==> config.mk <==
export PLATFORM = sky130hd
export DESIGN_NAME = ethpipe_mid
export DESIGN_NICKNAME = d
export VERILOG_FILES = /design/src/hdl/ethpipe_bus_pkg.sv /design/src/hdl/ethpipe_dma_pkg.sv /design/src/hdl/sync_fifo.sv /design/src/hdl/frame_packer.sv /design/src/hdl/dma_writer.sv /design/src/hdl/ethpipe_regs.sv /design/src/hdl/ethpipe_mid.sv
export SDC_FILE = /design/constraint.sdc
export NUM_CORES = 2
export LEC_CHECK = 0
export BUFFER_PORTS_ARGS = -buffer_cell sky130_fd_sc_hd__buf_2
export CORE_MARGIN = 2
export CORE_UTILIZATION = 61
export DETAILED_ROUTE_END_ITERATION = 12
export PLACE_DENSITY = 0.88
export SYNTH_ARGS = -nofsm -noshare
export SYNTH_HDL_FRONTEND = slang
export SYNTH_SLANG_ARGS = --single-unit
==> constraint.sdc <==
create_clock -name clk_125 -period 12.8 [get_ports clk_125]
set_clock_uncertainty 0.05 [all_clocks]
set_input_delay 2.56 -clock clk_125 [delete_from_list [all_inputs] [get_ports clk_125]]
set_output_delay 2.56 -clock clk_125 [all_outputs]
set_load 0.1 [all_outputs]
==> src/hdl/ethpipe_bus_pkg.sv <==
package ethpipe_bus_pkg;

  typedef logic [5:0]  reg_adr_t;
  typedef logic [15:0] reg_data_t;

  // Chip-enable style slave access
  typedef struct packed {
    logic      ce;
    logic      we;
    reg_adr_t  adr;
    reg_data_t dat;
    logic [1:0] sel;
  } slv_req_t;

  // Word addresses
  localparam reg_adr_t REG_CNT0     = 6'h02;
  localparam reg_adr_t REG_CNT1     = 6'h03;
  localparam reg_adr_t REG_CNT2     = 6'h04;
  localparam reg_adr_t REG_CNT3     = 6'h05;
  localparam reg_adr_t REG_STATUS   = 6'h08;
  localparam reg_adr_t REG_LEN_LO   = 6'h0a;
  localparam reg_adr_t REG_LEN_HI   = 6'h0b;
  localparam reg_adr_t REG_START_LO = 6'h10;
  localparam reg_adr_t REG_START_HI = 6'h11;
  localparam reg_adr_t REG_CUR_LO   = 6'h12;
  localparam reg_adr_t REG_CUR_HI   = 6'h13;
  localparam reg_adr_t REG_FRAMES   = 6'h1c;

  // Status bits
  localparam int unsigned ST_ENABLE   = 0;
  localparam int unsigned ST_OVERFLOW = 1;
  localparam int unsigned ST_IRQ      = 3;

  typedef logic [7:0]  status_t;
  typedef logic [15:0] frame_cnt_t;
  typedef logic [63:0] gcnt_t;

endpackage

==> src/hdl/ethpipe_dma_pkg.sv <==
package ethpipe_dma_pkg;

  // One captured word, first byte in the high half
  typedef logic [15:0] word_t;

  // Frame length in bytes
  typedef logic [10:0] frame_len_t;

  // Byte address in host memory
  typedef logic [31:0] dma_addr_t;

  // Memory-write command
  typedef struct packed {
    dma_addr_t addr;
    word_t     data;
  } mst_cmd_t;

endpackage

==> src/hdl/sync_fifo.sv <==
module sync_fifo #(
  parameter int WIDTH = 16,
  parameter int DEPTH = 64
) (
  input  logic             clk_125,
  input  logic             sys_rst,
  input  logic             push_i,
  input  logic [WIDTH-1:0] din_i,
  input  logic             pop_i,
  output logic [WIDTH-1:0] dout_o,
  output logic             full_o,
  output logic             empty_o
);

  localparam int AW = (DEPTH > 1) ? $clog2(DEPTH) : 1;

  logic [WIDTH-1:0] mem [DEPTH];
  logic [AW-1:0]    wr_ptr;
  logic [AW-1:0]    rd_ptr;
  logic [AW:0]      count;
  logic             do_push;
  logic             do_pop;

  function automatic logic [AW-1:0] ptr_next(input logic [AW-1:0] p);
    return (p == AW'(DEPTH - 1)) ? '0 : p + 1'b1;
  endfunction

  assign do_push = push_i & ~full_o;
  assign do_pop  = pop_i & ~empty_o;
  assign full_o  = (count == (AW + 1)'(DEPTH));
  assign empty_o = (count == '0);
  assign dout_o  = mem[rd_ptr];

  always_ff @(posedge clk_125) begin
    if (do_push) begin
      mem[wr_ptr] <= din_i;
    end
  end

  always_ff @(posedge clk_125) begin
    if (sys_rst) begin
      wr_ptr <= '0;
      rd_ptr <= '0;
      count  <= '0;
    end else begin
      if (do_push) begin
        wr_ptr <= ptr_next(wr_ptr);
      end
      if (do_pop) begin
        rd_ptr <= ptr_next(rd_ptr);
      end
      case ({do_push, do_pop})
        2'b10:   count <= count + 1'b1;
        2'b01:   count <= count - 1'b1;
        default: count <= count;
      endcase
    end
  end

endmodule

==> src/hdl/frame_packer.sv <==
module frame_packer (
  input  logic                        clk_125,
  input  logic                        sys_rst,
  input  logic                        gmii_rx_dv_i,
  input  logic [7:0]                  gmii_rxd_i,
  output logic                        word_push_o,
  output ethpipe_dma_pkg::word_t      word_o,
  input  logic                        word_full_i,
  output logic                        len_push_o,
  output ethpipe_dma_pkg::frame_len_t len_o,
  input  logic                        len_full_i,
  output logic                        overflow_o
);

  logic                        dv_q;
  logic                        half_valid;
  logic [7:0]                  hi_byte;
  ethpipe_dma_pkg::frame_len_t byte_cnt;
  logic                        frame_end;

  // First cycle with dv low after a frame
  assign frame_end = dv_q & ~gmii_rx_dv_i;

  always_comb begin
    word_push_o = 1'b0;
    word_o      = {hi_byte, gmii_rxd_i};
    if (gmii_rx_dv_i && half_valid) begin
      word_push_o = 1'b1;
    end else if (frame_end && half_valid) begin
      // Odd length, pad low half
      word_push_o = 1'b1;
      word_o      = {hi_byte, 8'h00};
    end
  end

  assign len_push_o = frame_end;
  assign len_o      = byte_cnt;

  // Dropped pushes
  assign overflow_o = (word_push_o & word_full_i) | (len_push_o & len_full_i);

  always_ff @(posedge clk_125) begin
    if (sys_rst) begin
      dv_q       <= 1'b0;
      half_valid <= 1'b0;
      byte_cnt   <= '0;
    end else begin
      dv_q <= gmii_rx_dv_i;
      if (gmii_rx_dv_i) begin
        byte_cnt   <= byte_cnt + 1'b1;
        half_valid <= ~half_valid;
      end else begin
        byte_cnt   <= '0;
        half_valid <= 1'b0;
      end
    end
  end

  always_ff @(posedge clk_125) begin
    if (gmii_rx_dv_i && !half_valid) begin
      hi_byte <= gmii_rxd_i;
    end
  end

endmodule

==> src/hdl/dma_writer.sv <==
module dma_writer (
  input  logic                        clk_125,
  input  logic                        sys_rst,
  input  ethpipe_dma_pkg::frame_len_t len_i,
  input  logic                        len_empty_i,
  output logic                        len_pop_o,
  input  ethpipe_dma_pkg::word_t      word_i,
  input  logic                        word_empty_i,
  output logic                        word_pop_o,
  input  ethpipe_dma_pkg::dma_addr_t  buf_start_i,
  input  ethpipe_dma_pkg::dma_addr_t  buf_len_i,
  input  logic                        enable_i,
  input  logic                        load_i,
  output ethpipe_dma_pkg::dma_addr_t  cur_addr_o,
  output ethpipe_dma_pkg::mst_cmd_t   mst_cmd_o,
  output logic                        mst_valid_o,
  input  logic                        mst_ready_i,
  output logic                        frame_done_o
);

  typedef enum logic [1:0] {IDLE, HEADER, DATA, WAIT_WORD} state_t;

  state_t                      state;
  ethpipe_dma_pkg::frame_len_t words_left;
  ethpipe_dma_pkg::dma_addr_t  addr_inc;
  ethpipe_dma_pkg::dma_addr_t  buf_end;
  ethpipe_dma_pkg::dma_addr_t  next_addr;
  logic [11:0]                 len_plus;
  logic                        accept;
  logic                        need_word;

  // ----------------------------------------------------------------------
  // Ring address
  // ----------------------------------------------------------------------
  assign addr_inc  = cur_addr_o + 32'd2;
  assign buf_end   = buf_start_i + buf_len_i;
  assign next_addr = (addr_inc >= buf_end) ? buf_start_i : addr_inc;

  assign accept   = mst_valid_o & mst_ready_i;
  assign len_plus = {1'b0, len_i} + 12'd1;

  assign len_pop_o    = (state == IDLE) & enable_i & ~len_empty_i;
  assign frame_done_o = (state == DATA) & accept & (words_left == 11'd1);
  assign need_word    = (state == WAIT_WORD) |
                        (accept & ((state == HEADER) | ((state == DATA) & (words_left != 11'd1))));
  assign word_pop_o   = need_word & ~word_empty_i;

  // ----------------------------------------------------------------------
  // Command FSM
  // ----------------------------------------------------------------------
  always_ff @(posedge clk_125) begin
    if (sys_rst) begin
      state       <= IDLE;
      mst_valid_o <= 1'b0;
      words_left  <= '0;
      cur_addr_o  <= buf_start_i;
    end else begin
      if (load_i) begin
        cur_addr_o <= buf_start_i;
      end else if (accept) begin
        cur_addr_o <= next_addr;
      end
      case (state)
        IDLE: begin
          if (len_pop_o) begin
            words_left  <= len_plus[11:1];
            mst_valid_o <= 1'b1;
            state       <= HEADER;
          end
        end
        HEADER, DATA: begin
          if (accept) begin
            if (state == DATA) begin
              words_left <= words_left - 1'b1;
            end
            if (frame_done_o) begin
              mst_valid_o <= 1'b0;
              state       <= IDLE;
            end else if (word_pop_o) begin
              state <= DATA;
            end else begin
              mst_valid_o <= 1'b0;
              state       <= WAIT_WORD;
            end
          end
        end
        WAIT_WORD: begin
          if (word_pop_o) begin
            mst_valid_o <= 1'b1;
            state       <= DATA;
          end
        end
        default: state <= IDLE;
      endcase
    end
  end

  // Command payload
  always_ff @(posedge clk_125) begin
    if (len_pop_o) begin
      mst_cmd_o.addr <= cur_addr_o;
      mst_cmd_o.data <= ethpipe_dma_pkg::word_t'(len_i);
    end else if (word_pop_o) begin
      mst_cmd_o.addr <= (state == WAIT_WORD) ? cur_addr_o : next_addr;
      mst_cmd_o.data <= word_i;
    end
  end

endmodule

==> src/hdl/ethpipe_regs.sv <==
module ethpipe_regs (
  input  logic                          clk_125,
  input  logic                          sys_rst,
  input  ethpipe_bus_pkg::slv_req_t     slv_req_i,
  output ethpipe_bus_pkg::reg_data_t    slv_dat_o,
  input  ethpipe_dma_pkg::dma_addr_t    cur_addr_i,
  input  logic                          frame_done_i,
  input  logic                          overflow_i,
  output ethpipe_dma_pkg::dma_addr_t    buf_start_o,
  output ethpipe_dma_pkg::dma_addr_t    buf_len_o,
  output logic                          enable_o,
  output logic                          load_o,
  output logic                          sys_intr_o
);

  ethpipe_bus_pkg::gcnt_t      global_cnt;
  ethpipe_bus_pkg::status_t    status;
  ethpipe_bus_pkg::frame_cnt_t frame_cnt;
  ethpipe_bus_pkg::reg_data_t  rd_data;
  logic                        wr;
  logic                        rd;

  // Byte-lane merge of a write into an old value
  function automatic ethpipe_bus_pkg::reg_data_t merge(
    input ethpipe_bus_pkg::reg_data_t old_v,
    input ethpipe_bus_pkg::reg_data_t dat,
    input logic [1:0]                 sel
  );
    ethpipe_bus_pkg::reg_data_t res;
    res = old_v;
    if (sel[1]) res[15:8] = dat[15:8];
    if (sel[0]) res[7:0]  = dat[7:0];
    return res;
  endfunction

  assign wr = slv_req_i.ce & slv_req_i.we;
  assign rd = slv_req_i.ce & ~slv_req_i.we;

  assign enable_o   = status[ethpipe_bus_pkg::ST_ENABLE];
  assign sys_intr_o = status[ethpipe_bus_pkg::ST_IRQ];

  // ----------------------------------------------------------------------
  // Read mux
  // ----------------------------------------------------------------------
  always_comb begin
    case (slv_req_i.adr)
      ethpipe_bus_pkg::REG_CNT0:     rd_data = global_cnt[15:0];
      ethpipe_bus_pkg::REG_CNT1:     rd_data = global_cnt[31:16];
      ethpipe_bus_pkg::REG_CNT2:     rd_data = global_cnt[47:32];
      ethpipe_bus_pkg::REG_CNT3:     rd_data = global_cnt[63:48];
      ethpipe_bus_pkg::REG_STATUS:   rd_data = {8'h00, status};
      ethpipe_bus_pkg::REG_LEN_LO:   rd_data = buf_len_o[15:0];
      ethpipe_bus_pkg::REG_LEN_HI:   rd_data = buf_len_o[31:16];
      ethpipe_bus_pkg::REG_START_LO: rd_data = buf_start_o[15:0];
      ethpipe_bus_pkg::REG_START_HI: rd_data = buf_start_o[31:16];
      ethpipe_bus_pkg::REG_CUR_LO:   rd_data = cur_addr_i[15:0];
      ethpipe_bus_pkg::REG_CUR_HI:   rd_data = cur_addr_i[31:16];
      ethpipe_bus_pkg::REG_FRAMES:   rd_data = frame_cnt;
      default:                       rd_data = '0;
    endcase
  end

  // Free-running counter
  always_ff @(posedge clk_125) begin
    if (sys_rst) begin
      global_cnt <= '0;
    end else begin
      global_cnt <= global_cnt + 1'b1;
    end
  end

  // ----------------------------------------------------------------------
  // Register writes and events
  // ----------------------------------------------------------------------
  always_ff @(posedge clk_125) begin
    if (sys_rst) begin
      slv_dat_o   <= '0;
      status      <= '0;
      frame_cnt   <= '0;
      buf_len_o   <= 32'h0000_1000;
      buf_start_o <= 32'h1000_0000;
      load_o      <= 1'b0;
    end else begin
      load_o <= 1'b0;
      if (wr) begin
        case (slv_req_i.adr)
          ethpipe_bus_pkg::REG_STATUS: status <= slv_req_i.dat[7:0];
          ethpipe_bus_pkg::REG_LEN_LO: begin
            buf_len_o[15:0] <= merge(buf_len_o[15:0], slv_req_i.dat, slv_req_i.sel);
            load_o          <= 1'b1;
          end
          ethpipe_bus_pkg::REG_LEN_HI: begin
            buf_len_o[31:16] <= merge(buf_len_o[31:16], slv_req_i.dat, slv_req_i.sel);
            load_o           <= 1'b1;
          end
          ethpipe_bus_pkg::REG_START_LO: begin
            buf_start_o[15:0] <= merge(buf_start_o[15:0], slv_req_i.dat, slv_req_i.sel);
            load_o            <= 1'b1;
          end
          ethpipe_bus_pkg::REG_START_HI: begin
            buf_start_o[31:16] <= merge(buf_start_o[31:16], slv_req_i.dat, slv_req_i.sel);
            load_o             <= 1'b1;
          end
          default: ;
        endcase
      end
      // Hardware sets win over a clearing write
      if (overflow_i) begin
        status[ethpipe_bus_pkg::ST_OVERFLOW] <= 1'b1;
      end
      if (frame_done_i) begin
        status[ethpipe_bus_pkg::ST_IRQ] <= 1'b1;
        frame_cnt                       <= frame_cnt + 1'b1;
      end
      if (rd) begin
        slv_dat_o <= rd_data;
      end
    end
  end

endmodule

==> src/hdl/ethpipe_mid.sv <==
module ethpipe_mid #(
  parameter int DATA_DEPTH = 64,
  parameter int LEN_DEPTH  = 8
) (
  input  logic                       clk_125,
  input  logic                       sys_rst,
  input  logic                       gmii_rx_dv_i,
  input  logic [7:0]                 gmii_rxd_i,
  input  ethpipe_bus_pkg::slv_req_t  slv_req_i,
  output ethpipe_bus_pkg::reg_data_t slv_dat_o,
  output ethpipe_dma_pkg::mst_cmd_t  mst_cmd_o,
  output logic                       mst_valid_o,
  input  logic                       mst_ready_i,
  output logic                       sys_intr_o
);

  ethpipe_dma_pkg::word_t      pk_word;
  ethpipe_dma_pkg::word_t      fifo_word;
  ethpipe_dma_pkg::frame_len_t pk_len;
  ethpipe_dma_pkg::frame_len_t fifo_len;
  ethpipe_dma_pkg::dma_addr_t  buf_start;
  ethpipe_dma_pkg::dma_addr_t  buf_len;
  ethpipe_dma_pkg::dma_addr_t  cur_addr;
  logic word_push, word_full, word_pop, word_empty;
  logic len_push, len_full, len_pop, len_empty;
  logic overflow, enable, load, frame_done;

  frame_packer packer (
    .clk_125(clk_125), .sys_rst(sys_rst),
    .gmii_rx_dv_i(gmii_rx_dv_i), .gmii_rxd_i(gmii_rxd_i),
    .word_push_o(word_push), .word_o(pk_word), .word_full_i(word_full),
    .len_push_o(len_push), .len_o(pk_len), .len_full_i(len_full),
    .overflow_o(overflow)
  );

  sync_fifo #(.WIDTH($bits(ethpipe_dma_pkg::word_t)), .DEPTH(DATA_DEPTH)) data_fifo (
    .clk_125(clk_125), .sys_rst(sys_rst),
    .push_i(word_push), .din_i(pk_word), .pop_i(word_pop),
    .dout_o(fifo_word), .full_o(word_full), .empty_o(word_empty)
  );

  sync_fifo #(.WIDTH($bits(ethpipe_dma_pkg::frame_len_t)), .DEPTH(LEN_DEPTH)) len_fifo (
    .clk_125(clk_125), .sys_rst(sys_rst),
    .push_i(len_push), .din_i(pk_len), .pop_i(len_pop),
    .dout_o(fifo_len), .full_o(len_full), .empty_o(len_empty)
  );

  dma_writer writer (
    .clk_125(clk_125), .sys_rst(sys_rst),
    .len_i(fifo_len), .len_empty_i(len_empty), .len_pop_o(len_pop),
    .word_i(fifo_word), .word_empty_i(word_empty), .word_pop_o(word_pop),
    .buf_start_i(buf_start), .buf_len_i(buf_len),
    .enable_i(enable), .load_i(load), .cur_addr_o(cur_addr),
    .mst_cmd_o(mst_cmd_o), .mst_valid_o(mst_valid_o), .mst_ready_i(mst_ready_i),
    .frame_done_o(frame_done)
  );

  ethpipe_regs regs (
    .clk_125(clk_125), .sys_rst(sys_rst),
    .slv_req_i(slv_req_i), .slv_dat_o(slv_dat_o),
    .cur_addr_i(cur_addr), .frame_done_i(frame_done), .overflow_i(overflow),
    .buf_start_o(buf_start), .buf_len_o(buf_len),
    .enable_o(enable), .load_o(load), .sys_intr_o(sys_intr_o)
  );

endmodule

==> flow_metrics.tcl <==
set metrics [dict create \
    synthTopCellsByArea "edfxtp_1, mux4_2, dfxtp_1, nor2_1, mux2i_1" \
    ys_seq_elements 1434 \
    p_comb_frac 0.031 \
    crit_required_ps 13230 \
    filler_cell_count 5899 \
    post-cts-setup-buffers 0 \
    core_area_mm2 0.0983 \
    gr-total-overflow 0 \
    clk_pin_slew_ps 70 \
    rr_worst_depth 16 \
    start_util 0.615 \
    num_io_pins 104 \
    cts_buffer_depth 3 \
    tns_ps 0 \
    worstSkewPairLatency_ps 770 \
    async_reset_ff_frac 0 \
    start_kind "register" \
    wl_per_cell_um 32.1 \
    rsz0062_at_grt "no" \
    synth_edf_count 1195 \
    grt_pass1_wl_um 246000 \
    power.switching_w 0.00207 \
    leakagePower_nw 21.8 \
    tritoncts "done" \
    path_buf_inv 1 \
    viasPerCell 6.89 \
    met1_usage 0.414 \
    power_frac_seq 0.536 \
    via_count 36200 \
    critPathMaxFanout 19 \
    setup_slack_ps 6840 \
    drcViolationCount 0 \
    p_clk_frac 0.433 \
    die_w_um 319 \
    yosysUniqueCellTypes 78 \
    tightest_slew_ps 1360 \
    fp.dieH_um 319 \
    antenna_found_initial 11 \
    internal_power_w 0.00745 \
    synthCells 3691 \
    cp_cell_sequence "ha_1 > nand4_1 > o211ai_1 > a211oi_1 > nor4_1 > o22ai_1 > o211ai_1 > nand3_1 > and3_1 > ha_1 > a21o_1 > a21o_1 > a21oi_1 > nand3_1 > buf_4 > mux2_2" \
    synthesis.nets 3822 \
    gp_congestion 0.943 \
    use_met2 0.553 \
    drv_cap 0 \
    cts.sinks 1434 \
    yosysSeqAreaShare 0.673 \
    min_path_cells 2 \
    path_delay_family "compound AO/OA/AOI/OAI gates" \
    num_rows 115 \
    slowest_delay_ps 740 \
    busiest_layer "met2" \
    drt-pass1-iter-count 6 \
    nets 3987 \
    synth_top_area_cell "edfxtp_1" \
    hold_buffers 0 \
    synthFlopType "edfxtp_1" \
    run_status "completed" \
    hold_viol 0 \
    die_area_mm2 0.102 \
    final_cell_area_mm2 0.0672 \
    yosysWarnings 0 \
    drt_iter0_drc 5067 \
    portBuffers 103 \
    powerDensity_mw_per_mm2 142 \
    max-slew-margin-rel 0.0902 \
    syn_area_mm2 0.0605 \
    pre_cts_slack_ps 7080 \
    cts_inserted_buffers 136 \
    grt_start_max_net_pins 148 \
    cpMaxStageDelayCell "nand3_1" \
    ir_drop_mv 0.143 \
    cts_resized 0 \
    cp-end-kind "register" \
    yosysTopAreaCellShare 0.593 \
    grt_pass1_vias 36000 \
    grtUsageTotal 0.334 \
    synth.avg_cell_area_um2 16.4 \
    drive_gt1_frac 0.216 \
    routed_wl_um 169000 \
    cp.depth 16 \
    hpwl_um 101000 \
    post_dp_cell_area_mm2 0.0627 \
    slew_violations 0 \
    ant_nets 0 \
    setup_viol 0 \
    hold_path.class "register to register" \
    arrival_ps 6380 \
    p_sw_frac 0.218 \
    ctsRootBufferMaster "clkbuf_16" \
    met3_usage 0.0645 \
    worstSetupPathType "register to register" \
    htree_levels 4 \
    area_delta_synth_final_pct 11.2 \
    fin_crit_sh 0.465 \
    period_needed_ps 5960 \
    max_freq_mhz 168 \
]
==> path summary, 6_finish.rpt <==
path	slack (ps)	to	startpoint
setup reg to reg	6840	writer.cur_addr_o[15]	regs.buf_start_o[9]
hold reg to reg	410	regs.status[5]	regs.status[5]
hold / removal	410	regs.status[5]	regs.status[5]
setup / recovery	6840	writer.cur_addr_o[15]	regs.buf_start_o[9]
==> layer usage <==
metal	routed length (um)	vias up
li1	-	14900
met1	57500	18200
met2	83200	2483
met3	16400	556
met4	11700	14
met5	95	-
==> synth_stat cells (10+ instances only) <==
library cell  count
edfxtp_1       1195
mux4_2          358
nor2_1          333
dfxtp_1         239
nand2_1         210
clkbuf_1        131
mux2i_1         115
a21oi_1         103
ha_1             90
xor2_1           89
o21ai_0          83
nand3_1          75
xnor2_1          58
nor3_1           51
inv_1            44
a22oi_1          40
mux2_2           40
nand4_1          39
buf_2            37
and3_1           27
or3_1            27
and2_1           22
a21o_1           18
buf_1            18
nor2b_1          18
a221oi_1         16
nand2b_1         16
a311oi_1         13
a211oi_1         10
and4_1           10
or2_2            10
==> cells in the final DEF, fill, tap and decap left out, types with 75 or more instances in the layout <==
master,count
edfxtp_1,1195
nand3_1,75
buf_4,111
ha_1,90
a21oi_1,103
mux2i_1,115
nor2_1,329
buf_2,102
mux4_2,358
nand2_1,208
o21ai_0,83
dfxtp_1,234
clkbuf_16,140
xor2_1,89
==> sequential cells by signal, summed over array words and instances, names as in the netlist, 3 cells and up, named ones only <==
signal,flops
regs.buf_start_o,32
len_fifo.count,4
data_fifo.wr_ptr,6
regs.status,8
len_fifo.mem,88
packer.hi_byte,8
data_fifo.mem,1024
len_fifo.rd_ptr,3
regs.global_cnt,64
regs.buf_len_o,32
data_fifo.rd_ptr,6
len_fifo.wr_ptr,3
writer.words_left,11
packer.len_o,11
writer.cur_addr_o,32
regs.frame_cnt,16
writer.mst_cmd_o,48
data_fifo.count,7
regs.slv_dat_o,16
==> through the flow <==
step / cells / hold slack (ps) / utilization / total power, W
after detailed placement: 5005 / 396 / 0.638 / 0.00549
after global placement: 5005 / 391 / 0.638 / 0.00547
after CTS: 5250 / 405 / 0.684 / 0.00953
final: 5253 / 406 / 0.684 / 0.00952
after global routing: 5250 / 425 / 0.684 / 0.00971
after floorplan: 3691 / 386 / - / 0.00538
==> cell families after synthesis <==
logic type,after synthesis,share of synthesized area
multiplexers,513,0.160
XOR/XNOR,150,0.0221
buffers and inverters,232,0.0154
adder cells (fa/ha/maj),93,0.0196
AO/OA/AOI/OAI,389,0.0426
AND/OR/NAND/NOR,880,0.0680
flip-flops,1434,0.673
==> final cells by class <==
| type | count | area [um2] | area share |
|---|---|---|---|
| flip-flops and latches | 1434 | 40700 | 0.605 |
| multi-input cells | 2025 | 18900 | 0.281 |
| clock buffers | 171 | 3670 | 0.0546 |
| well taps | 1287 | 1610 | 0.0239 |
| repair buffers | 215 | 1380 | 0.0204 |
| clock inverters | 74 | 812 | 0.0121 |
| inverters | 44 | 165 | 0.00246 |
| diodes | 3 | 7.51 | 0.000112 |
==> power by group through the flow <==
stage | Sequential (W) | Clock [W] | Combinational [W]
5_1_grt | 0.00510 | 0.00429 | 0.000315
6_report | 0.00510 | 0.00412 | 0.000299
3_5_place_dp | 0.00520 | 0 | 0.000289
2_1_floorplan | 0.00523 | 0 | 0.000150
3_3_place_gp | 0.00520 | 0 | 0.000275
4_1_cts | 0.00510 | 0.00414 | 0.000293
==> worst register-to-register path, cell delays in order (launching register included) <==
cell and delay [ps]:
dfxtp_1 410, ha_1 480, nand4_1 170, o211ai_1 310, a211oi_1 100, nor4_1 450, o22ai_1 190, o211ai_1 430
nand3_1 150, and3_1 180, ha_1 300, a21o_1 200, a21o_1 170, a21oi_1 570, nand3_1 750, buf_4 490
mux2_2 320
No activity file was read; power rests on OpenSTA's default activity.
